$ cat config.mk
export PLATFORM = sky130hd
export DESIGN_NAME = ex_stage
export DESIGN_NICKNAME = d
export VERILOG_FILES = /design/src/ex_pkg.sv /design/src/ex_stage.sv /design/src/ex_wb_reg.sv /design/src/ex_ctrl.sv /design/src/ex_mult.sv /design/src/ex_alu.sv
export SDC_FILE = /design/constraint.sdc
export NUM_CORES = 1
export LEC_CHECK = 0
export BUFFER_PORTS_ARGS = -buffer_cell sky130_fd_sc_hd__buf_2
export CAP_MARGIN = 20
export CORE_MARGIN = 2
export CORE_UTILIZATION = 25
export CTS_CLUSTER_DIAMETER = 150
export CTS_CLUSTER_SIZE = 10
export DETAILED_ROUTE_END_ITERATION = 10
export HOLD_SLACK_MARGIN = 0.15
export SYNTH_ARGS = -nofsm -noshare
export SYNTH_HDL_FRONTEND = slang
export SYNTH_SLANG_ARGS = --single-unit
$ cat constraint.sdc
create_clock -name clk -period 15.8 [get_ports clk]
set_clock_uncertainty 0.1 [all_clocks]
set_input_delay 2.37 -clock clk [delete_from_list [all_inputs] [get_ports clk]]
set_output_delay 2.37 -clock clk [all_outputs]
set_load 0.02 [all_outputs]
$ cat src/ex_pkg.sv
/*
  Shared widths, operation and state enums, and the request and
  result structs of the execute stage
*/

`default_nettype none

package ex_pkg;

  ////////////////////////////////////////////////////////////
  // Widths
  ////////////////////////////////////////////////////////////

  // Default operand width for the whole stage
  parameter int unsigned DATA_W     = 32;
  // Register file address width
  parameter int unsigned REG_ADDR_W = 5;

  ////////////////////////////////////////////////////////////
  // Operation and state encodings
  ////////////////////////////////////////////////////////////

  // ALU operations, all 16 codes in use
  typedef enum logic [3:0] {
    ADD  = 4'd0,
    SUB  = 4'd1,
    AND  = 4'd2,
    OR   = 4'd3,
    XOR  = 4'd4,
    SLL  = 4'd5,
    SRL  = 4'd6,
    SRA  = 4'd7,
    SLT  = 4'd8,
    SLTU = 4'd9,
    // Branch compares, result word is zero
    EQ   = 4'd10,
    NE   = 4'd11,
    LT   = 4'd12,
    GE   = 4'd13,
    LTU  = 4'd14,
    GEU  = 4'd15
  } alu_op_e;

  // Low or high word of the unsigned product
  typedef enum logic {
    MUL_LO = 1'b0,
    MUL_HU = 1'b1
  } mult_op_e;

  // Iterative multiplier states
  typedef enum logic [1:0] {
    IDLE = 2'd0,
    BUSY = 2'd1,
    DONE = 2'd2
  } mult_state_e;

  ////////////////////////////////////////////////////////////
  // Bundles
  ////////////////////////////////////////////////////////////

  // ALU request from decode; c carries the jump target
  typedef struct packed {
    alu_op_e           op;
    logic [DATA_W-1:0] a;
    logic [DATA_W-1:0] b;
    logic [DATA_W-1:0] c;
  } alu_req_t;

  // Multiplier request from decode
  typedef struct packed {
    logic              en;
    mult_op_e          op;
    logic [DATA_W-1:0] a;
    logic [DATA_W-1:0] b;
  } mult_req_t;

  // Register file write port
  typedef struct packed {
    logic                  we;
    logic [REG_ADDR_W-1:0] waddr;
  } rf_wr_t;

  // Forwarding port towards decode and register file
  typedef struct packed {
    rf_wr_t            rf;
    logic [DATA_W-1:0] wdata;
  } fw_t;

endpackage

`default_nettype wire
$ cat src/ex_stage.sv
/*
  Execute stage top level with ALU, iterative multiplier,
  stall control and EX/WB register
*/

`timescale 1ns/1ps
`default_nettype none

module ex_stage
  import ex_pkg::*;
#(
  parameter int unsigned DATA_W = ex_pkg::DATA_W
)
(
  input  logic              clk,
  input  logic              rst_n,

  // Operations from decode
  input  alu_req_t          alu_req_i,
  input  mult_req_t         mult_req_i,
  input  logic              csr_access_i,
  input  logic [DATA_W-1:0] csr_rdata_i,
  input  logic              branch_in_ex_i,
  input  rf_wr_t            rf_alu_i,
  // Passed on to WB untouched
  input  rf_wr_t            rf_lsu_i,

  // Stall inputs
  input  logic              lsu_ready_ex_i,
  input  logic              wb_ready_i,

  // Forwarding and WB write port
  output fw_t               fw_o,
  output rf_wr_t            rf_wb_o,

  // Towards fetch
  output logic [DATA_W-1:0] jump_target_o,
  output logic              branch_decision_o,

  output logic              mult_multicycle_o,
  output logic              ex_ready_o,
  output logic              ex_valid_o
);

  logic [DATA_W-1:0] alu_result;
  logic              alu_cmp;
  logic [DATA_W-1:0] mult_result;
  logic              mult_ready;

  // Branch handling
  assign jump_target_o     = alu_req_i.c;
  assign branch_decision_o = alu_cmp;

  ////////////////////////////////////////////////////////////
  // ALU
  ////////////////////////////////////////////////////////////

  ex_alu #(
    .DATA_W   (DATA_W)
  ) u_alu (
    .req_i    (alu_req_i),
    .result_o (alu_result),
    .cmp_o    (alu_cmp)
  );

  ////////////////////////////////////////////////////////////
  // Multiplier
  ////////////////////////////////////////////////////////////

  ex_mult #(
    .DATA_W       (DATA_W)
  ) u_mult (
    .clk          (clk),
    .rst_n        (rst_n),
    .req_i        (mult_req_i),
    .ex_ready_i   (ex_ready_o),
    .result_o     (mult_result),
    .ready_o      (mult_ready),
    .multicycle_o (mult_multicycle_o)
  );

  ////////////////////////////////////////////////////////////
  // Control and EX/WB register
  ////////////////////////////////////////////////////////////

  ex_ctrl #(
    .DATA_W         (DATA_W)
  ) u_ctrl (
    .mult_en_i      (mult_req_i.en),
    .mult_ready_i   (mult_ready),
    .csr_access_i   (csr_access_i),
    .csr_rdata_i    (csr_rdata_i),
    .alu_result_i   (alu_result),
    .mult_result_i  (mult_result),
    .rf_alu_i       (rf_alu_i),
    .branch_in_ex_i (branch_in_ex_i),
    .lsu_ready_ex_i (lsu_ready_ex_i),
    .wb_ready_i     (wb_ready_i),
    .fw_o           (fw_o),
    .ex_ready_o     (ex_ready_o),
    .ex_valid_o     (ex_valid_o)
  );

  ex_wb_reg #(
    .REG_ADDR_W (REG_ADDR_W)
  ) u_wb_reg (
    .clk        (clk),
    .rst_n      (rst_n),
    .ex_valid_i (ex_valid_o),
    .wb_ready_i (wb_ready_i),
    .rf_i       (rf_lsu_i),
    .rf_o       (rf_wb_o)
  );

endmodule

`default_nettype wire

$ cat src/ex_wb_reg.sv
/*
  EX/WB pipeline register for the load/store write port
*/

`timescale 1ns/1ps
`default_nettype none

module ex_wb_reg
  import ex_pkg::*;
#(
  parameter int unsigned REG_ADDR_W = ex_pkg::REG_ADDR_W
)
(
  input  logic   clk,
  input  logic   rst_n,
  input  logic   ex_valid_i,
  input  logic   wb_ready_i,
  input  rf_wr_t rf_i,
  output rf_wr_t rf_o
);

  ////////////////////////////////////////////////////////////
  // Register
  ////////////////////////////////////////////////////////////

  always_ff @(posedge clk or negedge rst_n)
  begin
    if (!rst_n)
    begin
      rf_o.we    <= 1'b0;
      rf_o.waddr <= {REG_ADDR_W{1'b0}};
    end
    else
    begin
      if (ex_valid_i)
      begin
        // Valid implies WB is ready
        rf_o.we <= rf_i.we;
        // Address only moves with a real write
        if (rf_i.we)
          rf_o.waddr <= rf_i.waddr;
      end
      else if (wb_ready_i)
      begin
        // Empty slot towards WB, flush the write
        rf_o.we <= 1'b0;
      end
      // Otherwise stalled, hold contents
    end
  end

  ////////////////////////////////////////////////////////////
  // Checks
  ////////////////////////////////////////////////////////////

  // Write enable must stay known once out of reset
  we_known: assert property (@(posedge clk) disable iff (!rst_n)
    !$isunknown(rf_o.we))
    else $error("ex_wb_reg: unknown write enable");

endmodule

`default_nettype wire

$ cat src/ex_ctrl.sv
/*
  Stall equations and result priority of the execute stage
*/

`timescale 1ns/1ps
`default_nettype none

module ex_ctrl
  import ex_pkg::*;
#(
  parameter int unsigned DATA_W = ex_pkg::DATA_W
)
(
  input  logic              mult_en_i,
  input  logic              mult_ready_i,
  input  logic              csr_access_i,
  input  logic [DATA_W-1:0] csr_rdata_i,
  input  logic [DATA_W-1:0] alu_result_i,
  input  logic [DATA_W-1:0] mult_result_i,
  input  rf_wr_t            rf_alu_i,
  input  logic              branch_in_ex_i,
  input  logic              lsu_ready_ex_i,
  input  logic              wb_ready_i,
  output fw_t               fw_o,
  output logic              ex_ready_o,
  output logic              ex_valid_o
);

  logic [DATA_W-1:0] alu_csr_result;

  ////////////////////////////////////////////////////////////
  // Result priority
  ////////////////////////////////////////////////////////////

  // CSR read value replaces ALU result
  assign alu_csr_result = csr_access_i ? csr_rdata_i : alu_result_i;

  always_comb
  begin
    fw_o.rf    = rf_alu_i;
    // Multiplier wins over both
    fw_o.wdata = mult_en_i ? mult_result_i : alu_csr_result;
  end

  ////////////////////////////////////////////////////////////
  // Stall equations
  ////////////////////////////////////////////////////////////

  // ALU is always ready, so only multiplier, LSU and WB matter
  assign ex_valid_o = mult_ready_i & lsu_ready_ex_i & wb_ready_i;

  // Branches finish in EX without going to WB,
  // hence ready can be high with valid low
  assign ex_ready_o = ex_valid_o | branch_in_ex_i;

endmodule

`default_nettype wire

$ cat src/ex_mult.sv
/*
  Iterative shift-add multiplier, one multiplier bit per cycle,
  returning the low or high word of the unsigned product
*/

`timescale 1ns/1ps
`default_nettype none

module ex_mult
  import ex_pkg::*;
#(
  parameter int unsigned DATA_W = ex_pkg::DATA_W
)
(
  input  logic              clk,
  input  logic              rst_n,
  input  mult_req_t         req_i,
  input  logic              ex_ready_i,
  output logic [DATA_W-1:0] result_o,
  output logic              ready_o,
  output logic              multicycle_o
);

  localparam int unsigned CNT_W = $clog2(DATA_W + 1);

  mult_state_e           state_q;
  mult_state_e           state_d;
  logic [CNT_W-1:0]      cnt_q;
  logic [2*DATA_W-1:0]   prod_q;
  logic [2*DATA_W-1:0]   mcand_q;
  logic [DATA_W-1:0]     mplier_q;
  logic                  start;
  logic                  last;

  assign start = (state_q == IDLE) && req_i.en;
  // Final multiplier bit being processed
  assign last  = (cnt_q == CNT_W'(DATA_W - 1));

  ////////////////////////////////////////////////////////////
  // FSM
  ////////////////////////////////////////////////////////////

  always_comb
  begin
    state_d = state_q;
    unique case (state_q)
      IDLE:    if (req_i.en) state_d = BUSY;
      BUSY:    if (last) state_d = DONE;
      // Hold the product until EX hands over
      DONE:    if (ex_ready_i) state_d = IDLE;
      default: state_d = IDLE;
    endcase
  end

  always_ff @(posedge clk or negedge rst_n)
  begin
    if (!rst_n)
    begin
      state_q <= IDLE;
      cnt_q   <= '0;
    end
    else
    begin
      state_q <= state_d;
      if (start)
        cnt_q <= '0;
      else if (state_q == BUSY)
        cnt_q <= cnt_q + 1'b1;
    end
  end

  ////////////////////////////////////////////////////////////
  // Datapath
  ////////////////////////////////////////////////////////////

  always_ff @(posedge clk)
  begin
    if (start)
    begin
      prod_q   <= '0;
      mcand_q  <= {{DATA_W{1'b0}}, req_i.a};
      mplier_q <= req_i.b;
    end
    else if (state_q == BUSY)
    begin
      // Accumulate on a set multiplier bit
      if (mplier_q[0])
        prod_q <= prod_q + mcand_q;
      mcand_q  <= mcand_q << 1;
      mplier_q <= mplier_q >> 1;
    end
  end

  // Word select
  assign result_o     = (req_i.op == MUL_HU) ? prod_q[2*DATA_W-1:DATA_W] : prod_q[DATA_W-1:0];
  // Not ready from the first enable cycle until DONE
  assign ready_o      = (state_q == DONE) || ((state_q == IDLE) && !req_i.en);
  assign multicycle_o = (state_q == BUSY);

  ////////////////////////////////////////////////////////////
  // Checks
  ////////////////////////////////////////////////////////////

  cnt_in_range: assert property (@(posedge clk) disable iff (!rst_n)
    (state_q == BUSY) |-> (cnt_q < CNT_W'(DATA_W)))
    else $error("ex_mult: bit counter out of range");

  // DATA_W busy cycles, then DONE
  busy_length: assert property (@(posedge clk) disable iff (!rst_n)
    start |=> (state_q == BUSY) [*DATA_W] ##1 (state_q == DONE))
    else $error("ex_mult: wrong busy length");

endmodule

`default_nettype wire

$ cat src/ex_alu.sv
/*
  Single-cycle ALU with add/sub, logic, barrel shifts and compares
  sharing one adder-subtractor, plus the branch compare output
*/

`timescale 1ns/1ps
`default_nettype none

module ex_alu
  import ex_pkg::*;
#(
  parameter int unsigned DATA_W = ex_pkg::DATA_W
)
(
  input  alu_req_t          req_i,
  output logic [DATA_W-1:0] result_o,
  output logic              cmp_o
);

  localparam int unsigned SHAMT_W = $clog2(DATA_W);

  logic [DATA_W-1:0]  op_a;
  logic [DATA_W-1:0]  op_b;
  logic               is_add;
  logic [DATA_W-1:0]  b_mux;
  logic [DATA_W:0]    adder;
  logic [SHAMT_W-1:0] shamt;
  logic               eq;
  logic               lts;
  logic               ltu;

  assign op_a  = req_i.a;
  assign op_b  = req_i.b;
  // Shift amount from low bits of b
  assign shamt = op_b[SHAMT_W-1:0];

  ////////////////////////////////////////////////////////////
  // Shared adder-subtractor
  ////////////////////////////////////////////////////////////

  // Everything except ADD subtracts
  assign is_add = (req_i.op == ADD);
  assign b_mux  = is_add ? op_b : ~op_b;
  // Extra top bit holds the carry out
  assign adder  = {1'b0, op_a} + {1'b0, b_mux} + {{DATA_W{1'b0}}, ~is_add};

  // Compares derived from the difference
  assign eq  = (adder[DATA_W-1:0] == '0);
  // No carry out of a + ~b + 1 means a borrow
  assign ltu = ~adder[DATA_W];
  // Sign bits differ -> a negative means less than
  assign lts = (op_a[DATA_W-1] ^ op_b[DATA_W-1]) ? op_a[DATA_W-1] : adder[DATA_W-1];

  ////////////////////////////////////////////////////////////
  // Result select
  ////////////////////////////////////////////////////////////

  always_comb
  begin
    result_o = '0;
    unique case (req_i.op)
      ADD, SUB: result_o = adder[DATA_W-1:0];
      AND:      result_o = op_a & op_b;
      OR:       result_o = op_a | op_b;
      XOR:      result_o = op_a ^ op_b;
      SLL:      result_o = op_a << shamt;
      SRL:      result_o = op_a >> shamt;
      SRA:      result_o = $signed(op_a) >>> shamt;
      SLT:      result_o = {{(DATA_W-1){1'b0}}, lts};
      SLTU:     result_o = {{(DATA_W-1){1'b0}}, ltu};
      // Branch compares leave the word at zero
      default:  result_o = '0;
    endcase
  end

  // Compare output, also set for SLT and SLTU
  always_comb
  begin
    cmp_o = 1'b0;
    unique case (req_i.op)
      EQ:        cmp_o = eq;
      NE:        cmp_o = ~eq;
      LT, SLT:   cmp_o = lts;
      GE:        cmp_o = ~lts;
      LTU, SLTU: cmp_o = ltu;
      GEU:       cmp_o = ~ltu;
      default:   cmp_o = 1'b0;
    endcase
  end

  ////////////////////////////////////////////////////////////
  // Checks
  ////////////////////////////////////////////////////////////

  // Every 4-bit code is defined, so a known op is a legal op
  always_comb
  begin
    op_legal: assert final (!$isunknown(req_i.op))
      else $error("ex_alu: illegal operation code");
  end

endmodule

`default_nettype wire

==> results.md <==
| Item | Value |
|---|---|
| Dominant cells by area after synthesis | sky130_fd_sc_hd__ha_1, sky130_fd_sc_hd__dfxtp_1, sky130_fd_sc_hd__edfxtp_1, sky130_fd_sc_hd__nand2_1, sky130_fd_sc_hd__a21oi_1 |
| Category of cells accounting for the largest share of critical-path delay | simple AND/OR/NAND/NOR gates |
| FP Rows | 100 |
| Layout Cells excl Fill | 3554 |
| Post-DR wirelength/cell | 21.87 um |
| Clk buf depth | 2 |
| Ys Warns | 0 |
| Die Footprint | 77460 um^2 |
| Die height | 278.3 um |
| Worst hold path startpoint | u_mult.prod_q[50]$_SDFFE_PP0P_ |
| Mean area per synthesized cell | 7.463 um^2 |
| Max-slew headroom at the worst pin | 24.26% |
| Global routing usage summed across all routing layers | 19.37% |
| Internal power | 1.748 mW |
| Level count of the clock H-tree | 4 |
| Wire length of the first global-routing pass | 114600 um |
| Residual overflow from global routing | 0 |
| Most common cell after layout, fill and taps aside | sky130_fd_sc_hd__nand2_1 |
| Initial standard-cell utilization of the core | 25.27% |
| Number of violations reported at the end of detailed-routing iteration 0 | 2028 |
| Number of vias in the routed layout | 19412 |
| Number of buffers added on ports | 219 |
| CTS clock-pin slew for the worst setup and hold paths | 0.07 ns |
| Layout cell share with drive strength beyond 1 | 13.35% |
| Most instantiated flip-flop cell in the synthesis netlist | sky130_fd_sc_hd__dfxtp_1 |
| Leakage | 9.281 nW |
| Worst path bufs/invs | 3 |
| Fraction of power consumed by sequential logic | 25.9% |
| Cell type with the highest aggregate area in the netlist | sky130_fd_sc_hd__ha_1 |
| Kind of start point of the critical path | input port |
| Maximum frequency from static timing analysis | 0.09524 GHz |
| Worst-case register-to-register setup slack | 11.33 ns |
| Via count of the first global-routing pass | 17956 |
| Total clock buffers created by CTS | 17 |
| Die width | 278.3 um |
| Power density relative to cell area | 163.1 nW/um^2 |
| Setup repair after global routing missed its margin | false |
| Number of endpoints failing setup at the final stage | 0 |
| Post-cts repair resize count | 0 |
| Endpoint with the worst hold slack | u_mult.prod_q[50]$_SDFFE_PP0P_ |
| Storage cell area | 4194 um^2 |
| Clock insertion delay at the later pin of the skew report | 0.44 ns |
| Top library cells by usage in the layout, fill and taps aside | sky130_fd_sc_hd__nand2_1, sky130_fd_sc_hd__a21oi_1, sky130_fd_sc_hd__buf_2 |
| Net Sw Frac | 48.92% |
| Placed insts | 3521 |
| Max Slew Vio Count | 0 |
| Post-route setup TNS | 0 ns |
| Maximum number of pins on one net before global-route repair | 95 |
| Final layout net count | 2949 |
| Total wire length after detailed routing | 77720 um |
| DRC violations left | 0 |
| TritonCTS clock tree | built |
| Combinational cell fraction of total power | 61.6% |
| Critical path class | input port to output pin |
| Fraction of post-synthesis cell area in the top cell type by area | 10.64% |
| Syn-to-layout area delta | 11.51% |
| Result of the run | finished, final reports clean |
| Clock period minus final worst setup slack | 10.50 ns |
| Hold Fails Final Rpt | 0 |
| Slowest cell delay on critical path | 0.54 ns |
| Number of cells on the worst reg-to-reg path | 14 |
| Slew of the pin with the lowest slew margin | 1.135 ns |
| Post-synth net total | 2899 |
| Antenna violations before repair | 8 |
| CTS sink cnt | 174 |
| CP required | 13.33 ns |
| Number of different library cells in the post-synthesis netlist | 75 |
| Synth Register Bits | 174 |
| HPWL Detailed | 60020 um |
| Crit-path slowest cell | sky130_fd_sc_hd__buf_4 |
| Min-Delay Path Class | flip-flop to flip-flop |
| Fill cells | 8141 |
| Launch point of the worst reg-to-reg path | u_mult.mcand_q[0]$_SDFFCE_PN0P_ |
| Proportion of register bits with asynchronous set or reset after synthesis | 8.046% |
| Setup fix buffers added after clock tree synthesis | 0 |
| Peak ir drop on the vdd network | 0.07384 mV |
| Area of the mapped netlist | 18810 um^2 |
| Core Area | 74450 um^2 |
| List of cells traversed by the critical path | buf_2 > nor4_4 > buf_4 > xnor2_1 > fa_1 > a21oi_1 > o221ai_1 > nand3_1 > nand3_1 > xnor2_1 > or4b_1 > or4_1 > or4_1 > nor4b_2 > mux2i_1 > a21o_1 > buf_2 |
| Net switching power figure | 1.674 mW |
| Crit end category | output pin |
| CP max FO | 32 |
| Count of antenna-violating nets left after detailed routing | 0 |
| Post-synth EDFFs | 64 |
| Portion of total power attributed to the clock network | 12.5% |
| Overall power of the completed layout | 3.421 mW |
| Number of standard cells after synthesis | 2521 |
| Logic depth of the worst path, buffers included | 17 |
| DR pass1 iterations | 6 |
| Arrival time at the worst endpoint | 8.03 ns |
| Portion of the post-synthesis area used by sequential elements | 22.29% |
| R2r endpoint | u_mult.prod_q[62]$_SDFFE_PP0P_ |
| Max capacitance violation total | 0 |
| Footprint of the multi-input gates | 13350 um^2 |
| Total I/O pin count | 296 |
| Crit share post-route | 66.46% |
| Placer congestion estimate | 1.002 |
| CTS Hold Bufs | 0 |
| Hold path cells | 2 |
| CTS root buf | sky130_fd_sc_hd__clkbuf_16 |
| Per-cell via count in the routed design | 5.462 |
cell families after synthesis:
| family | Yosys count | share of synthesized area [%] |
|---|---|---|
| AO/OA/AOI/OAI | 789 | 26.32 |
| multiplexers | 132 | 9.005 |
| adder cells (fa/ha/maj) | 162 | 10.85 |
| XOR/XNOR | 112 | 5.214 |
| buffers and inverters | 309 | 6.930 |
| AND/OR/NAND/NOR | 843 | 19.38 |
| flip-flops | 174 | 22.29 |
worst max-delay path by stage:
stage	startpoint	to	slack [ns]
2_1_floorplan	alu_req_i[32]	branch_decision_o	6.13
3_3_place_gp	alu_req_i[96]	branch_decision_o	5.53
3_5_place_dp	alu_req_i[96]	branch_decision_o	5.43
4_1_cts	alu_req_i[96]	branch_decision_o	5.42
5_1_grt	alu_req_i[96]	branch_decision_o	5.08
6_report	alu_req_i[96]	branch_decision_o	5.30
layer usage:
metal	global-route usage, %	routed length [um]
met1	27.91	35790
met2	29.38	33460
met3	3.232	6209
met4	5.793	2206
met5	0	48
per-stage QoR:
step           util, %  hold slack (ns)  cell area, um^2  setup WS (ns)
6_report         28.18           0.3696            20980          5.300
2_1_floorplan        -           0.3309            18810          6.135
3_5_place_dp     27.40           0.3602            20400          5.428
3_3_place_gp     27.39           0.3542            20390          5.528
5_1_grt          28.18           0.3924            20980          5.081
4_1_cts          28.17           0.3697            20980          5.418
worst register-to-register path, delay by kind of cell, from the launching register on:
kind                     cells  cell delay, ns
AO/OA/AOI/OAI                9            2.77
XOR/XNOR                     1            0.18
adder cells (fa/ha/maj)      2            0.65
buffers and inverters        1            0.07
flip-flops                   1            0.41
AND/OR/NAND/NOR              1            0.16
registers in the layout, indices dropped and copies added, names as in the netlist:
name,flops
u_mult.state_q,2
u_mult.prod_q,64
u_mult.cnt_q,6
u_mult.mcand_q,64
u_wb_reg.rf_o,6
u_mult.mplier_q,32
layout make-up:
class | count | share of cell area (%)
repair buffers | 243 | 6.114
clock buffers | 18 | 2.046
flip-flops and latches | 174 | 19.99
inverters | 97 | 1.736
well taps | 969 | 5.780
clock inverters | 14 | 0.6978
diodes | 1 | 0.01193
multi-input cells | 2038 | 63.62
power by group through the flow:
stage | Sequential (mW) | Clock [mW] | Combinational, mW
final | 0.886 | 0.426 | 2.11
after detailed placement | 0.896 | 0 | 2.06
after CTS | 0.888 | 0.436 | 2.08
after floorplan | 0.829 | 0 | 1.58
after global placement | 0.893 | 0 | 2.06
after global routing | 0.910 | 0.451 | 2.34
Yosys cell counts, drive strengths merged (46+ instances only):
cell type  number
inv            94
buf            64
a21oi         269
nand2         475
ha            160
edfxtp         64
a21o           62
dfxtp          96
nor2          160
nand3          46
xnor2          77
o21ai         176
clkbuf        148
mux2i          86
Power figures use the tool's default switching activity.
